### config.mk
export PLATFORM = sky130hd
export DESIGN_NAME = branch_target_buf
export DESIGN_NICKNAME = d
export VERILOG_FILES = /design/src/fetch_cfg_pkg.sv /design/src/fetch_types_pkg.sv /design/src/branch_target_buf.sv
export SDC_FILE = /design/constraint.sdc
export NUM_CORES = 1
export LEC_CHECK = 0
export CORE_MARGIN = 8
export CORE_UTILIZATION = 49
export DETAILED_ROUTE_END_ITERATION = 10
export DONT_BUFFER_PORTS = 1
export GPL_ROUTABILITY_DRIVEN = 0
export HOLD_SLACK_MARGIN = 0.15
export MAX_ROUTING_LAYER = met4
export PLACE_DENSITY = 0.71
export SYNTH_ARGS = -nofsm -noshare
export SYNTH_HDL_FRONTEND = slang
export SYNTH_SLANG_ARGS = --single-unit
export TNS_END_PERCENT = 30
### constraint.sdc
create_clock -name clk -period 5.15 [get_ports clk]
set_input_delay 0.7725 -clock clk [delete_from_list [all_inputs] [get_ports clk]]
set_output_delay 0.7725 -clock clk [all_outputs]
set_load 0.02 [all_outputs]
### src/fetch_cfg_pkg.sv
package fetch_cfg_pkg;

   // Word-address PC, the two byte-offset bits are not carried
   localparam int pc_w = 30;

   // Instruction word
   localparam int insn_w = 32;

   // Fetch window of 2**p_fetch_w slots, aligned on its own size
   localparam int p_fetch_w = 1;
   localparam int fetch_w = 1 << p_fetch_w;

   // Slots decode may take per cycle
   localparam int issue_w = 2;

endpackage

### src/fetch_types_pkg.sv
package fetch_types_pkg;

   import fetch_cfg_pkg::*;

   typedef logic [pc_w-1:0] pc_t;
   typedef logic [insn_w-1:0] insn_t;

   // Holds 0 to fetch_w
   typedef logic [p_fetch_w:0] slot_cnt_t;

   // One fetch window as seen at the end of stage 1
   typedef struct packed {
      pc_t [fetch_w-1:0]  pc;
      logic [fetch_w-1:0] valid;
      slot_cnt_t          push_off;
   } fetch_window_t;

   // Branch outcome from execute
   typedef struct packed {
      logic valid;
      logic taken;
      pc_t  pc;
      pc_t  target;
   } btb_update_t;

   typedef struct packed {
      logic hit;
      pc_t  tgt;
   } btb_slot_pred_t;

   typedef struct packed {
      btb_slot_pred_t [fetch_w-1:0] slot;
   } btb_pred_t;

   typedef struct packed {
      logic  we;
      pc_t   addr;
      insn_t data;
   } imem_write_t;

   typedef struct packed {
      pc_t   pc;
      insn_t insn;
   } decode_slot_t;

endpackage

### src/branch_target_buf.sv
`timescale 1ns/100ps

module branch_target_buf
#(
   parameter int btb_p_sets = 4
)
(
   input  logic                         clk,
   input  logic                         rst_n,
   input  fetch_types_pkg::pc_t         pc_nxt,
   input  fetch_types_pkg::btb_update_t wb,
   output fetch_types_pkg::btb_pred_t   pred
);
   import fetch_cfg_pkg::*;
   import fetch_types_pkg::*;

   localparam int n_entries = 1 << btb_p_sets;
   localparam int tag_w = pc_w - btb_p_sets;

   logic [tag_w-1:0]      tag_mem [n_entries];
   pc_t                   tgt_mem [n_entries];
   logic [n_entries-1:0]  vld;
   logic [btb_p_sets-1:0] look_idx [fetch_w];
   logic [tag_w-1:0]      look_tag [fetch_w];
   logic [btb_p_sets-1:0] wb_idx;
   logic [tag_w-1:0]      wb_tag;

   // One lookup per slot of the window at pc_nxt
   always_comb
   begin
      for (int i = 0; i < fetch_w; i++)
      begin
         look_idx[i] = btb_p_sets'({pc_nxt[pc_w-1:p_fetch_w], p_fetch_w'(i)});
         look_tag[i] = pc_nxt[pc_w-1:btb_p_sets];
      end
   end

   always_ff @(posedge clk)
   begin
      for (int i = 0; i < fetch_w; i++)
      begin
         if (!rst_n)
            pred.slot[i].hit <= 1'b0;
         else
            pred.slot[i].hit <= vld[look_idx[i]] && (tag_mem[look_idx[i]] == look_tag[i]);
         pred.slot[i].tgt <= tgt_mem[look_idx[i]];
      end
   end

   assign wb_idx = wb.pc[btb_p_sets-1:0];
   assign wb_tag = wb.pc[pc_w-1:btb_p_sets];

   // Taken installs the entry, not-taken drops it on a tag match
   always_ff @(posedge clk)
   begin
      if (!rst_n)
         vld <= '0;
      else if (wb.valid)
      begin
         if (wb.taken)
            vld[wb_idx] <= 1'b1;
         else if (tag_mem[wb_idx] == wb_tag)
            vld[wb_idx] <= 1'b0;
      end
   end

   always_ff @(posedge clk)
   begin
      if (wb.valid && wb.taken)
      begin
         tag_mem[wb_idx] <= wb_tag;
         tgt_mem[wb_idx] <= wb.target;
      end
   end

   // Execute never reports a taken branch onto itself
   assert property (@(posedge clk) disable iff (!rst_n)
      (wb.valid && wb.taken) |-> (wb.target != wb.pc));

endmodule

==> out/metrics.cfg <==
[global_routing]
grt_pass1_vias = 20500
antenna_found_initial = 0
grt_usage_pct = 21.8
grt_max_degree = 229
grt_overflow = 0
grt_first_pass_wirelength_mm = 141

[logic_synthesis]
synth_ff_type = edfxtp_1
syn_nets = 1979
synth_cell_types = 51
synth-seq-cells = 974
syn_area_per_cell_sq_um = 21.2
syn_area_sq_um = 40000
synth_seq_area_share_pct = 71.1
ys_top_cells_by_area = edfxtp_1 (67%), mux4_2 (17%), dfxtp_1 (3.9%), mux2i_1 (3.2%), mux2_2 (2.0%)
synthCells = 1885
yosysWarnings = 0
synthDominantCellAreaShare_pct = 67.2
synth_top_area_cell = edfxtp_1
synth_edf_count = 896
async_flop_share_pct = 0

[pwr]
pwr-share-comb_pct = 4.1
p_sw_share_pct = 19.8
leakagePower_nw = 14.2
seq_power_share_pct = 52.5
peakVddDrop_mv = 0.307
p_per_area_nw_per_um2 = 379
internal-power_mw = 13.6
switchingPower_mw = 3.34
power.clock.fraction_pct = 43.4

[place]
post-place-cells = 2885
dpl.hpwl_mm = 53.3
port_buffers = 0

[route]
drt-total-wl_mm = 96.7
wire_per_inst_um = 31.6
antenna_left = 0
vias = 19800
viasPerCell = 6.46
first_pass_iters = 6
drt_iter0_markers = 2340
drc = 0

[worst_setup_path]
cp_max_fo = 16
path_class = reg2reg
end_kind = flip-flop
worstRegToRegCells = 8
cp-startpoint = tag_mem[15][2]$_DFFE_PP_
r2r_start = tag_mem[15][2]$_DFFE_PP_
critical_path_required_ps = 5680
startpoint_type = flip-flop
cp.arrival_ps = 3890

[floorplanning]
die_h_um = 302
rows = 105
pin_count = 156
die_area_sq_um = 91100
core_sq_um = 81500
initial_core_util_pct = 49.2
die_w_um = 302

[layout]
final_core_util_pct = 54.8
fillers = 6028
layout_common_cells = edfxtp_1 (896), mux4_2 (300), mux2i_1 (129)
syn_to_final_growth_pct = 11.4
fin_cells = 3065
nets = 2007
multi_input_area_sq_um = 11100
num_antenna_cells = 0
layout_commonest_cell = edfxtp_1
drive_above_1_share_pct = 29.1
regArea_sq_um = 28500

[cts]
path_clk_slew_ps = 60
clk_latency_ps = 650
cts.hold.buffers_added = 0
clockBufferDepth = 3
clock-sinks = 974
cts_buffers = 96
post-cts-setup-buffers = 0
htree_levels = 3
cts_tree = built
postCtsResizedCells = 0
cts_root_buffer = clkbuf_16

[worst_hold_path]
hold_path_class = in2reg
hold_depth = 0
worstHoldStart = wb[54]

[sta]
fin_crit_ps = 3360
slew_headroom_pct = 26.4
fin_hold_ws_ps = 214
clock_skew_ps = 24.7
finalHoldViolations = 0
final.setup.tns_ps = 0
worst_pin_slew_ps = 1100
slew_viol_final = 0
fin_crit_sh_pct = 65.2
max_freq_ghz = 0.298
finalSetupViolations = 0
rsz0062_at_grt = no

[outcome]
outcome = finished clean

[job]
maxCapViolCount = 0

## critical path, cell delays in order, from the launching register on
cell	delay [ps]
edfxtp_1	390
mux4_2	480
a22o_1	250
a221oi_2	190
xnor2_1	180
nor4_1	710
nand4_4	380
o41a_1	490
o21a_1	170
## synth_stat cells, drive strengths merged, types with 4 or more instances
| library cell | instances |
|---|---|
| edfxtp | 896 |
| mux4 | 300 |
| mux2i | 129 |
| dfxtp | 78 |
| mux2 | 71 |
| buf | 63 |
| clkbuf | 46 |
| xor2 | 44 |
| xnor2 | 35 |
| nor2 | 28 |
| a22oi | 23 |
| o21a | 17 |
| o21ai | 16 |
| o41a | 16 |
| nor4 | 12 |
| nand2 | 11 |
| nand3 | 9 |
| nand4 | 8 |
| nor2b | 8 |
| a22o | 7 |
| nand2b | 7 |
| o22ai | 6 |
| a21oi | 5 |
| inv | 5 |
| o221ai | 5 |
| or3 | 5 |
| nor3 | 4 |
## worst paths after layout
path	endpoint	slack (ps)
worst max-delay path	flip-flop	1790
worst min-delay path	tag_mem[3][20]$_DFFE_PP_	210
worst max register to register	flip-flop	1790
worst min register to register	flip-flop	580
## logic make-up after synthesis
logic type | share of synthesized area [%]
buffers and inverters | 1.37
flip-flops | 71.1
multiplexers | 22.1
XOR/XNOR | 1.73
AO/OA/AOI/OAI | 2.29
AND/OR/NAND/NOR | 1.42
## power by group through the flow
| stage | Sequential, mW | Clock [mW] | Combinational [mW] |
|---|---|---|---|
| 2_1_floorplan | 9.02 | 0 | 0.664 |
| 3_3_place_gp | 9.03 | 0 | 0.686 |
| 3_5_place_dp | 9.04 | 0 | 0.688 |
| 4_1_cts | 8.87 | 7.46 | 0.693 |
| 5_1_grt | 8.88 | 7.76 | 0.724 |
| 6_report | 8.87 | 7.34 | 0.692 |
## layer usage
metal  wire [um]  vias to the layer above  GRT usage (%)
met4        1860                        0           5.42
met2       46800                     1018           34.1
met1       38900                    10600           29.3
li1            -                     8031              -
met5           0                        -              -
met3        9130                      134           4.91
## final cells by class
type | instances | share of cell area, %
sequential | 974 | 63.8
multi-input combinational | 797 | 25.0
clock buffer | 136 | 6.08
tap | 1070 | 3.00
clock inverter | 44 | 1.39
timing repair buffer | 39 | 0.712
inverter | 5 | 0.0421
## sequential cells by signal (all words and copies together) (netlist names), named ones only
name     cells
tgt_mem    480
pred        62
tag_mem    416
## metrics by stage
stage	power [mW]	worst slack, ps	area (sq um)
6_report	16.9	1790	44600
5_1_grt	17.4	1770	44600
4_1_cts	17.0	1790	44600
3_5_place_dp	9.73	1230	41300
3_3_place_gp	9.72	1330	41300
2_1_floorplan	9.68	390	40000
Power figures use the tool's default switching activity.
