## config.mk

```make
export PLATFORM = sky130hd
export DESIGN_NAME = fetch_queue
export DESIGN_NICKNAME = d
export VERILOG_FILES = /design/src/fetch_cfg_pkg.sv /design/src/fetch_types_pkg.sv /design/src/fetch_queue.sv
export SDC_FILE = /design/constraint.sdc
export NUM_CORES = 1
export LEC_CHECK = 0
export BUFFER_PORTS_ARGS = -buffer_cell sky130_fd_sc_hd__buf_2
export CAP_MARGIN = 25
export CORE_ASPECT_RATIO = 0.6
export CORE_MARGIN = 5
export CORE_UTILIZATION = 35
export CTS_CLUSTER_DIAMETER = 50
export DETAILED_ROUTE_END_ITERATION = 8
export PLACE_DENSITY = 0.61
export SLEW_MARGIN = 15
export SYNTH_ARGS = -nofsm -noshare
export SYNTH_HDL_FRONTEND = slang
export SYNTH_SLANG_ARGS = --single-unit
```

## constraint.sdc

```tcl
create_clock -name clk -period 7.3 [get_ports clk]
set_clock_uncertainty 0.1 [all_clocks]
set_input_delay 1.095 -clock clk [delete_from_list [all_inputs] [get_ports clk]]
set_output_delay 1.095 -clock clk [all_outputs]
set_load 0.02 [all_outputs]
```

## src/fetch_cfg_pkg.sv

```systemverilog
package fetch_cfg_pkg;

   // Word-address PC, the two byte-offset bits are not carried
   localparam int pc_w = 30;

   // Instruction word
   localparam int insn_w = 32;

   // Fetch window of 2**p_fetch_w slots, aligned on its own size
   localparam int p_fetch_w = 1;
   localparam int fetch_w = 1 << p_fetch_w;

   // Slots decode may take per cycle
   localparam int issue_w = 2;

endpackage

```

## src/fetch_types_pkg.sv

```systemverilog
package fetch_types_pkg;

   import fetch_cfg_pkg::*;

   typedef logic [pc_w-1:0] pc_t;
   typedef logic [insn_w-1:0] insn_t;

   // Holds 0 to fetch_w
   typedef logic [p_fetch_w:0] slot_cnt_t;

   // One fetch window as seen at the end of stage 1
   typedef struct packed {
      pc_t [fetch_w-1:0]  pc;
      logic [fetch_w-1:0] valid;
      slot_cnt_t          push_off;
   } fetch_window_t;

   // Branch outcome from execute
   typedef struct packed {
      logic valid;
      logic taken;
      pc_t  pc;
      pc_t  target;
   } btb_update_t;

   typedef struct packed {
      logic hit;
      pc_t  tgt;
   } btb_slot_pred_t;

   typedef struct packed {
      btb_slot_pred_t [fetch_w-1:0] slot;
   } btb_pred_t;

   typedef struct packed {
      logic  we;
      pc_t   addr;
      insn_t data;
   } imem_write_t;

   typedef struct packed {
      pc_t   pc;
      insn_t insn;
   } decode_slot_t;

endpackage

```

## src/fetch_queue.sv

```systemverilog
`timescale 1ns/100ps

module fetch_queue
#(
   parameter int queue_p_depth = 3
)
(
   input  logic                                                      clk,
   input  logic                                                      rst_n,
   input  logic                                                      flush,
   input  fetch_types_pkg::fetch_window_t                            window,
   input  fetch_types_pkg::insn_t [fetch_cfg_pkg::fetch_w-1:0]        words,
   input  fetch_types_pkg::slot_cnt_t                                id_pop_cnt,
   output logic                                                      fq_ready,
   output logic [fetch_cfg_pkg::issue_w-1:0]                         id_valid,
   output fetch_types_pkg::decode_slot_t [fetch_cfg_pkg::issue_w-1:0] id_slot
);
   import fetch_cfg_pkg::*;
   import fetch_types_pkg::*;

   localparam int depth = 1 << queue_p_depth;
   localparam int cnt_w = queue_p_depth + 1;

   fetch_window_t            s2_win;
   insn_t [fetch_w-1:0]      s2_words;
   slot_cnt_t                push_cnt;
   logic [p_fetch_w-1:0]     src_slot [fetch_w];
   logic [queue_p_depth-1:0] wr_slot [fetch_w];
   decode_slot_t             fifo [depth];
   logic [queue_p_depth-1:0] wr_ptr;
   logic [queue_p_depth-1:0] rd_ptr;
   logic [cnt_w-1:0]         count;
   logic [cnt_w-1:0]         count_nxt;

   // Stage 2, the mask is dropped by a flush
   always_ff @(posedge clk)
   begin
      if (!rst_n || flush)
         s2_win.valid <= '0;
      else if (fq_ready)
         s2_win.valid <= window.valid;
   end

   always_ff @(posedge clk)
   begin
      if (fq_ready)
      begin
         s2_win.pc <= window.pc;
         s2_win.push_off <= window.push_off;
         s2_words <= words;
      end
   end

   // Room for a full window on top of the one held in stage 2
   assign fq_ready = (cnt_w'(depth) - count) >= cnt_w'(2 * fetch_w);

   assign push_cnt = fq_ready ? slot_cnt_t'($countones(s2_win.valid)) : '0;

   // Valid slots are packed from the push offset
   always_comb
   begin
      for (int k = 0; k < fetch_w; k++)
      begin
         src_slot[k] = p_fetch_w'(s2_win.push_off + k);
         wr_slot[k] = wr_ptr + queue_p_depth'(k);
      end
   end

   always_ff @(posedge clk)
   begin
      for (int k = 0; k < fetch_w; k++)
      begin
         if (k < push_cnt)
         begin
            fifo[wr_slot[k]].pc <= s2_win.pc[src_slot[k]];
            fifo[wr_slot[k]].insn <= s2_words[src_slot[k]];
         end
      end
   end

   assign count_nxt = count + cnt_w'(push_cnt) - cnt_w'(id_pop_cnt);

   always_ff @(posedge clk)
   begin
      if (!rst_n || flush)
      begin
         wr_ptr <= '0;
         rd_ptr <= '0;
         count <= '0;
      end
      else
      begin
         wr_ptr <= wr_ptr + queue_p_depth'(push_cnt);
         rd_ptr <= rd_ptr + queue_p_depth'(id_pop_cnt);
         count <= count_nxt;
      end
   end

   // Oldest entries toward decode, id_valid is thermometer coded
   always_comb
   begin
      for (int k = 0; k < issue_w; k++)
      begin
         id_valid[k] = (count > k);
         id_slot[k] = fifo[rd_ptr + queue_p_depth'(k)];
      end
   end

   // Decode takes only what id_valid offers
   assert property (@(posedge clk) disable iff (!rst_n)
      id_pop_cnt <= $countones(id_valid));

   // Ready margin must keep every push inside the buffer
   assert property (@(posedge clk) disable iff (!rst_n || flush)
      (int'(count) + int'(push_cnt) - int'(id_pop_cnt)) <= depth);

endmodule

```

==> flow_summary.toml <==
[outcome]
status = "complete, no violations"

[yosys]
seq_area_frac_synth_pct = 50.4
netlist-cell-type-count = 48
synth_edf_count = 621
yosys_warnings = 0
synth_area_leaders = "edfxtp_1 (50%), mux4_2 (15%), mux2_4 (7.2%)"
avgSynthCellArea_um2 = 14.4
async_reset_ff_share_pct = 0
synthSimpleGateAreaFrac_pct = 7.26
ys_ff_latch = 633
syn_nets = 2745
synth_fa_ha_area_share_pct = 0.580
synthCells = 2597
synthTopCellsByCount = "edfxtp_1 (621), nand2_1 (256), o211ai_1 (249), o22ai_1 (249), mux4_2 (248)"
synth_compound_area_share_pct = 9.85
yosys_most_used_dff = "edfxtp_1"
synth_top_family_by_area = "multiplexers"
synth-xor-area-share_pct = 0.454
yosysTopAreaCell = "edfxtp_1"
syn-cell-area_um2 = 37500
synth_top_area_share_pct = 49.7
yosysMostFrequentCell = "edfxtp_1"
synth.mux.area_fraction_pct = 27.9

[global_route]
grt_antenna_before_repair = 2
grt_max_degree = 165
first_global_vias = 24000
grt.overflow.total = 0
grt_pass1_wl_um = 163000
gr-usage-all-layers_pct = 19.2

[clock_network]
cts_tree = "yes"
clkLatencyLatePin_ns = 0.65
root_buffer = "clkbuf_16"
htreeDepth = 3
postCtsHoldBufs = 0
postCtsSetupBuffers = 0
clk_path_buf_depth = 3
numCtsBuffers = 74
cts_sinks = 633
clkTransAtPathRegs_ns = 0.05
cts_resized = 0

[route]
drc_errors = 0
dr.pass1.iters = 8
vias = 24600
totalWireLength_um = 111000
wl_per_cell_um = 26.3
vias_per_cell = 5.81
final_antenna_net_count = 0
drt_iter0_markers = 2853

[final_layout]
layout.nets = 2895
drive_above_1_share_pct = 36.8
fin_cells = 4230
nFillCells = 9838
postLayoutCoreUtil_pct = 39.8
area_growth_pct = 13.5
final_area_um2 = 42600

[timing]
rsz0062_at_grt = "false"
hold_slack_ns = 0.371
setup_ws_ns = 2.30
finalSetupTns_ns = 0
clock.fmax_mhz = 200
finalSetupViolCount = 0
drv_slew = 0
fin_crit_ns = 5.00
finalCritPeriodShare_pct = 68.4
maxSlewHeadroom_pct = 30.1
finalHoldViolations = 0
worstMarginPinSlew_ns = 1.05

[placement]
io_buffers = 258
postPlaceCellArea_um2 = 40100
gp_congestion = 0.771
dp_slack_ns = 2.89
dp_cells = 4096
place_hpwl_um = 66400

[setup_path]
startpoint_type = "flip-flop"
path_class = "reg2out"
crit_path_end_kind = "output pin"
critPathArrivalTime_ns = 3.80
cp.required_ns = 6.11
worstPathMaxFanout = 39

[floorplanning]
die-area_um2 = 114000
ios = 260
num_rows = 93
die_w_um = 433
die_h_um = 264
initial_core_util_pct = 35.1
core_um2 = 107000

[job]
maxCapViolations = 0

[power]
p_per_area_nw_per_um2 = 253
ir_drop_uv = 160
p_leak_nw = 14.4
power_mw = 10.8

[worst_hold_path]
min_path_type = "reg2reg"
## layout by cell type (no fill, tap or decap), types with 4 or more instances in the layout
| cell type | instances |
|---|---|
| nor2b_1 | 125 |
| clkinv_2 | 12 |
| mux2_2 | 147 |
| clkinv_4 | 5 |
| clkbuf_1 | 11 |
| and2_1 | 126 |
| nor2_1 | 12 |
| a2111oi_4 | 4 |
| clkinv_1 | 10 |
| xnor2_4 | 4 |
| clkbuf_16 | 81 |
| dfxtp_1 | 9 |
| a21oi_1 | 5 |
| nor2_4 | 8 |
| bufinv_16 | 8 |
| nand2_1 | 256 |
| fa_1 | 4 |
| buf_2 | 258 |
| mux2_1 | 45 |
| edfxtp_1 | 621 |
| o211ai_1 | 249 |
| mux4_2 | 248 |
| buf_12 | 13 |
| inv_1 | 17 |
| buf_4 | 37 |
| o22a_1 | 6 |
| ha_1 | 10 |
| mux2_4 | 180 |
| o22ai_1 | 249 |
## power breakdown
part | internal, mW | leakage, nW | switching, mW | total (mW)
Sequential | 4.36 | 5.88 | 0.246 | 4.61
Clock | 2.30 | 1.22 | 1.55 | 3.85
Combinational | 1.10 | 7.26 | 1.20 | 2.30
Total | 7.76 | 14.4 | 3.00 | 10.8
## kinds of logic after synthesis
kind of cell / count (synthesis)
DFF: 633
AOI/OAI and AO/OA: 524
and+or+nand+nor: 540
adders and majority gates: 15
muxes: 620
buffers and inverters: 255
xor gates and xnor gates: 10
## flip-flops by register name, summed over array words and instances, names as in the netlist
signal and cells:
s2_words 64, rd_ptr 3, count 4, s2_win 63, fifo 496, wr_ptr 3
## path summary, 6_finish.rpt
check	from	endpoint	slack, ns	cells past startpoint
setup reg to reg	wr_ptr[0]	fifo[2][33]	2.95	7
hold reg to reg	s2_win[2]	s2_win[2]	0.37	2
setup / recovery	rd_ptr[0]	id_slot[102]	2.30	5
hold / removal	s2_win[2]	s2_win[2]	0.37	2
## per-layer routing
layer  vias up  GRT usage (%)  routed length (um)
met3       167           4.19                9710
li1      10800              -                   -
met4         2           4.68                2250
met1     12500           29.4               51800
met5         -              0                  14
met2      1140           27.5               47500
## critical path, cell delays in order (launching register included)
cell and delay, ns:
dfxtp_4 0.81, ha_4 0.46, buf_4 0.67, mux4_2 0.63, mux2_2 0.29, buf_2 0.16
## layout make-up
class	count	area (um2)	share of cell area (%)
flip-flops and latches	633	18900	44.4
multi-input cells	1709	17400	40.9
clock buffers	92	2070	4.86
repair buffers	311	1910	4.49
well taps	1425	1780	4.19
clock inverters	40	425	0.999
inverters	18	72.6	0.171
diodes	2	5.00	0.0118
(Power assumes the default switching activity.)
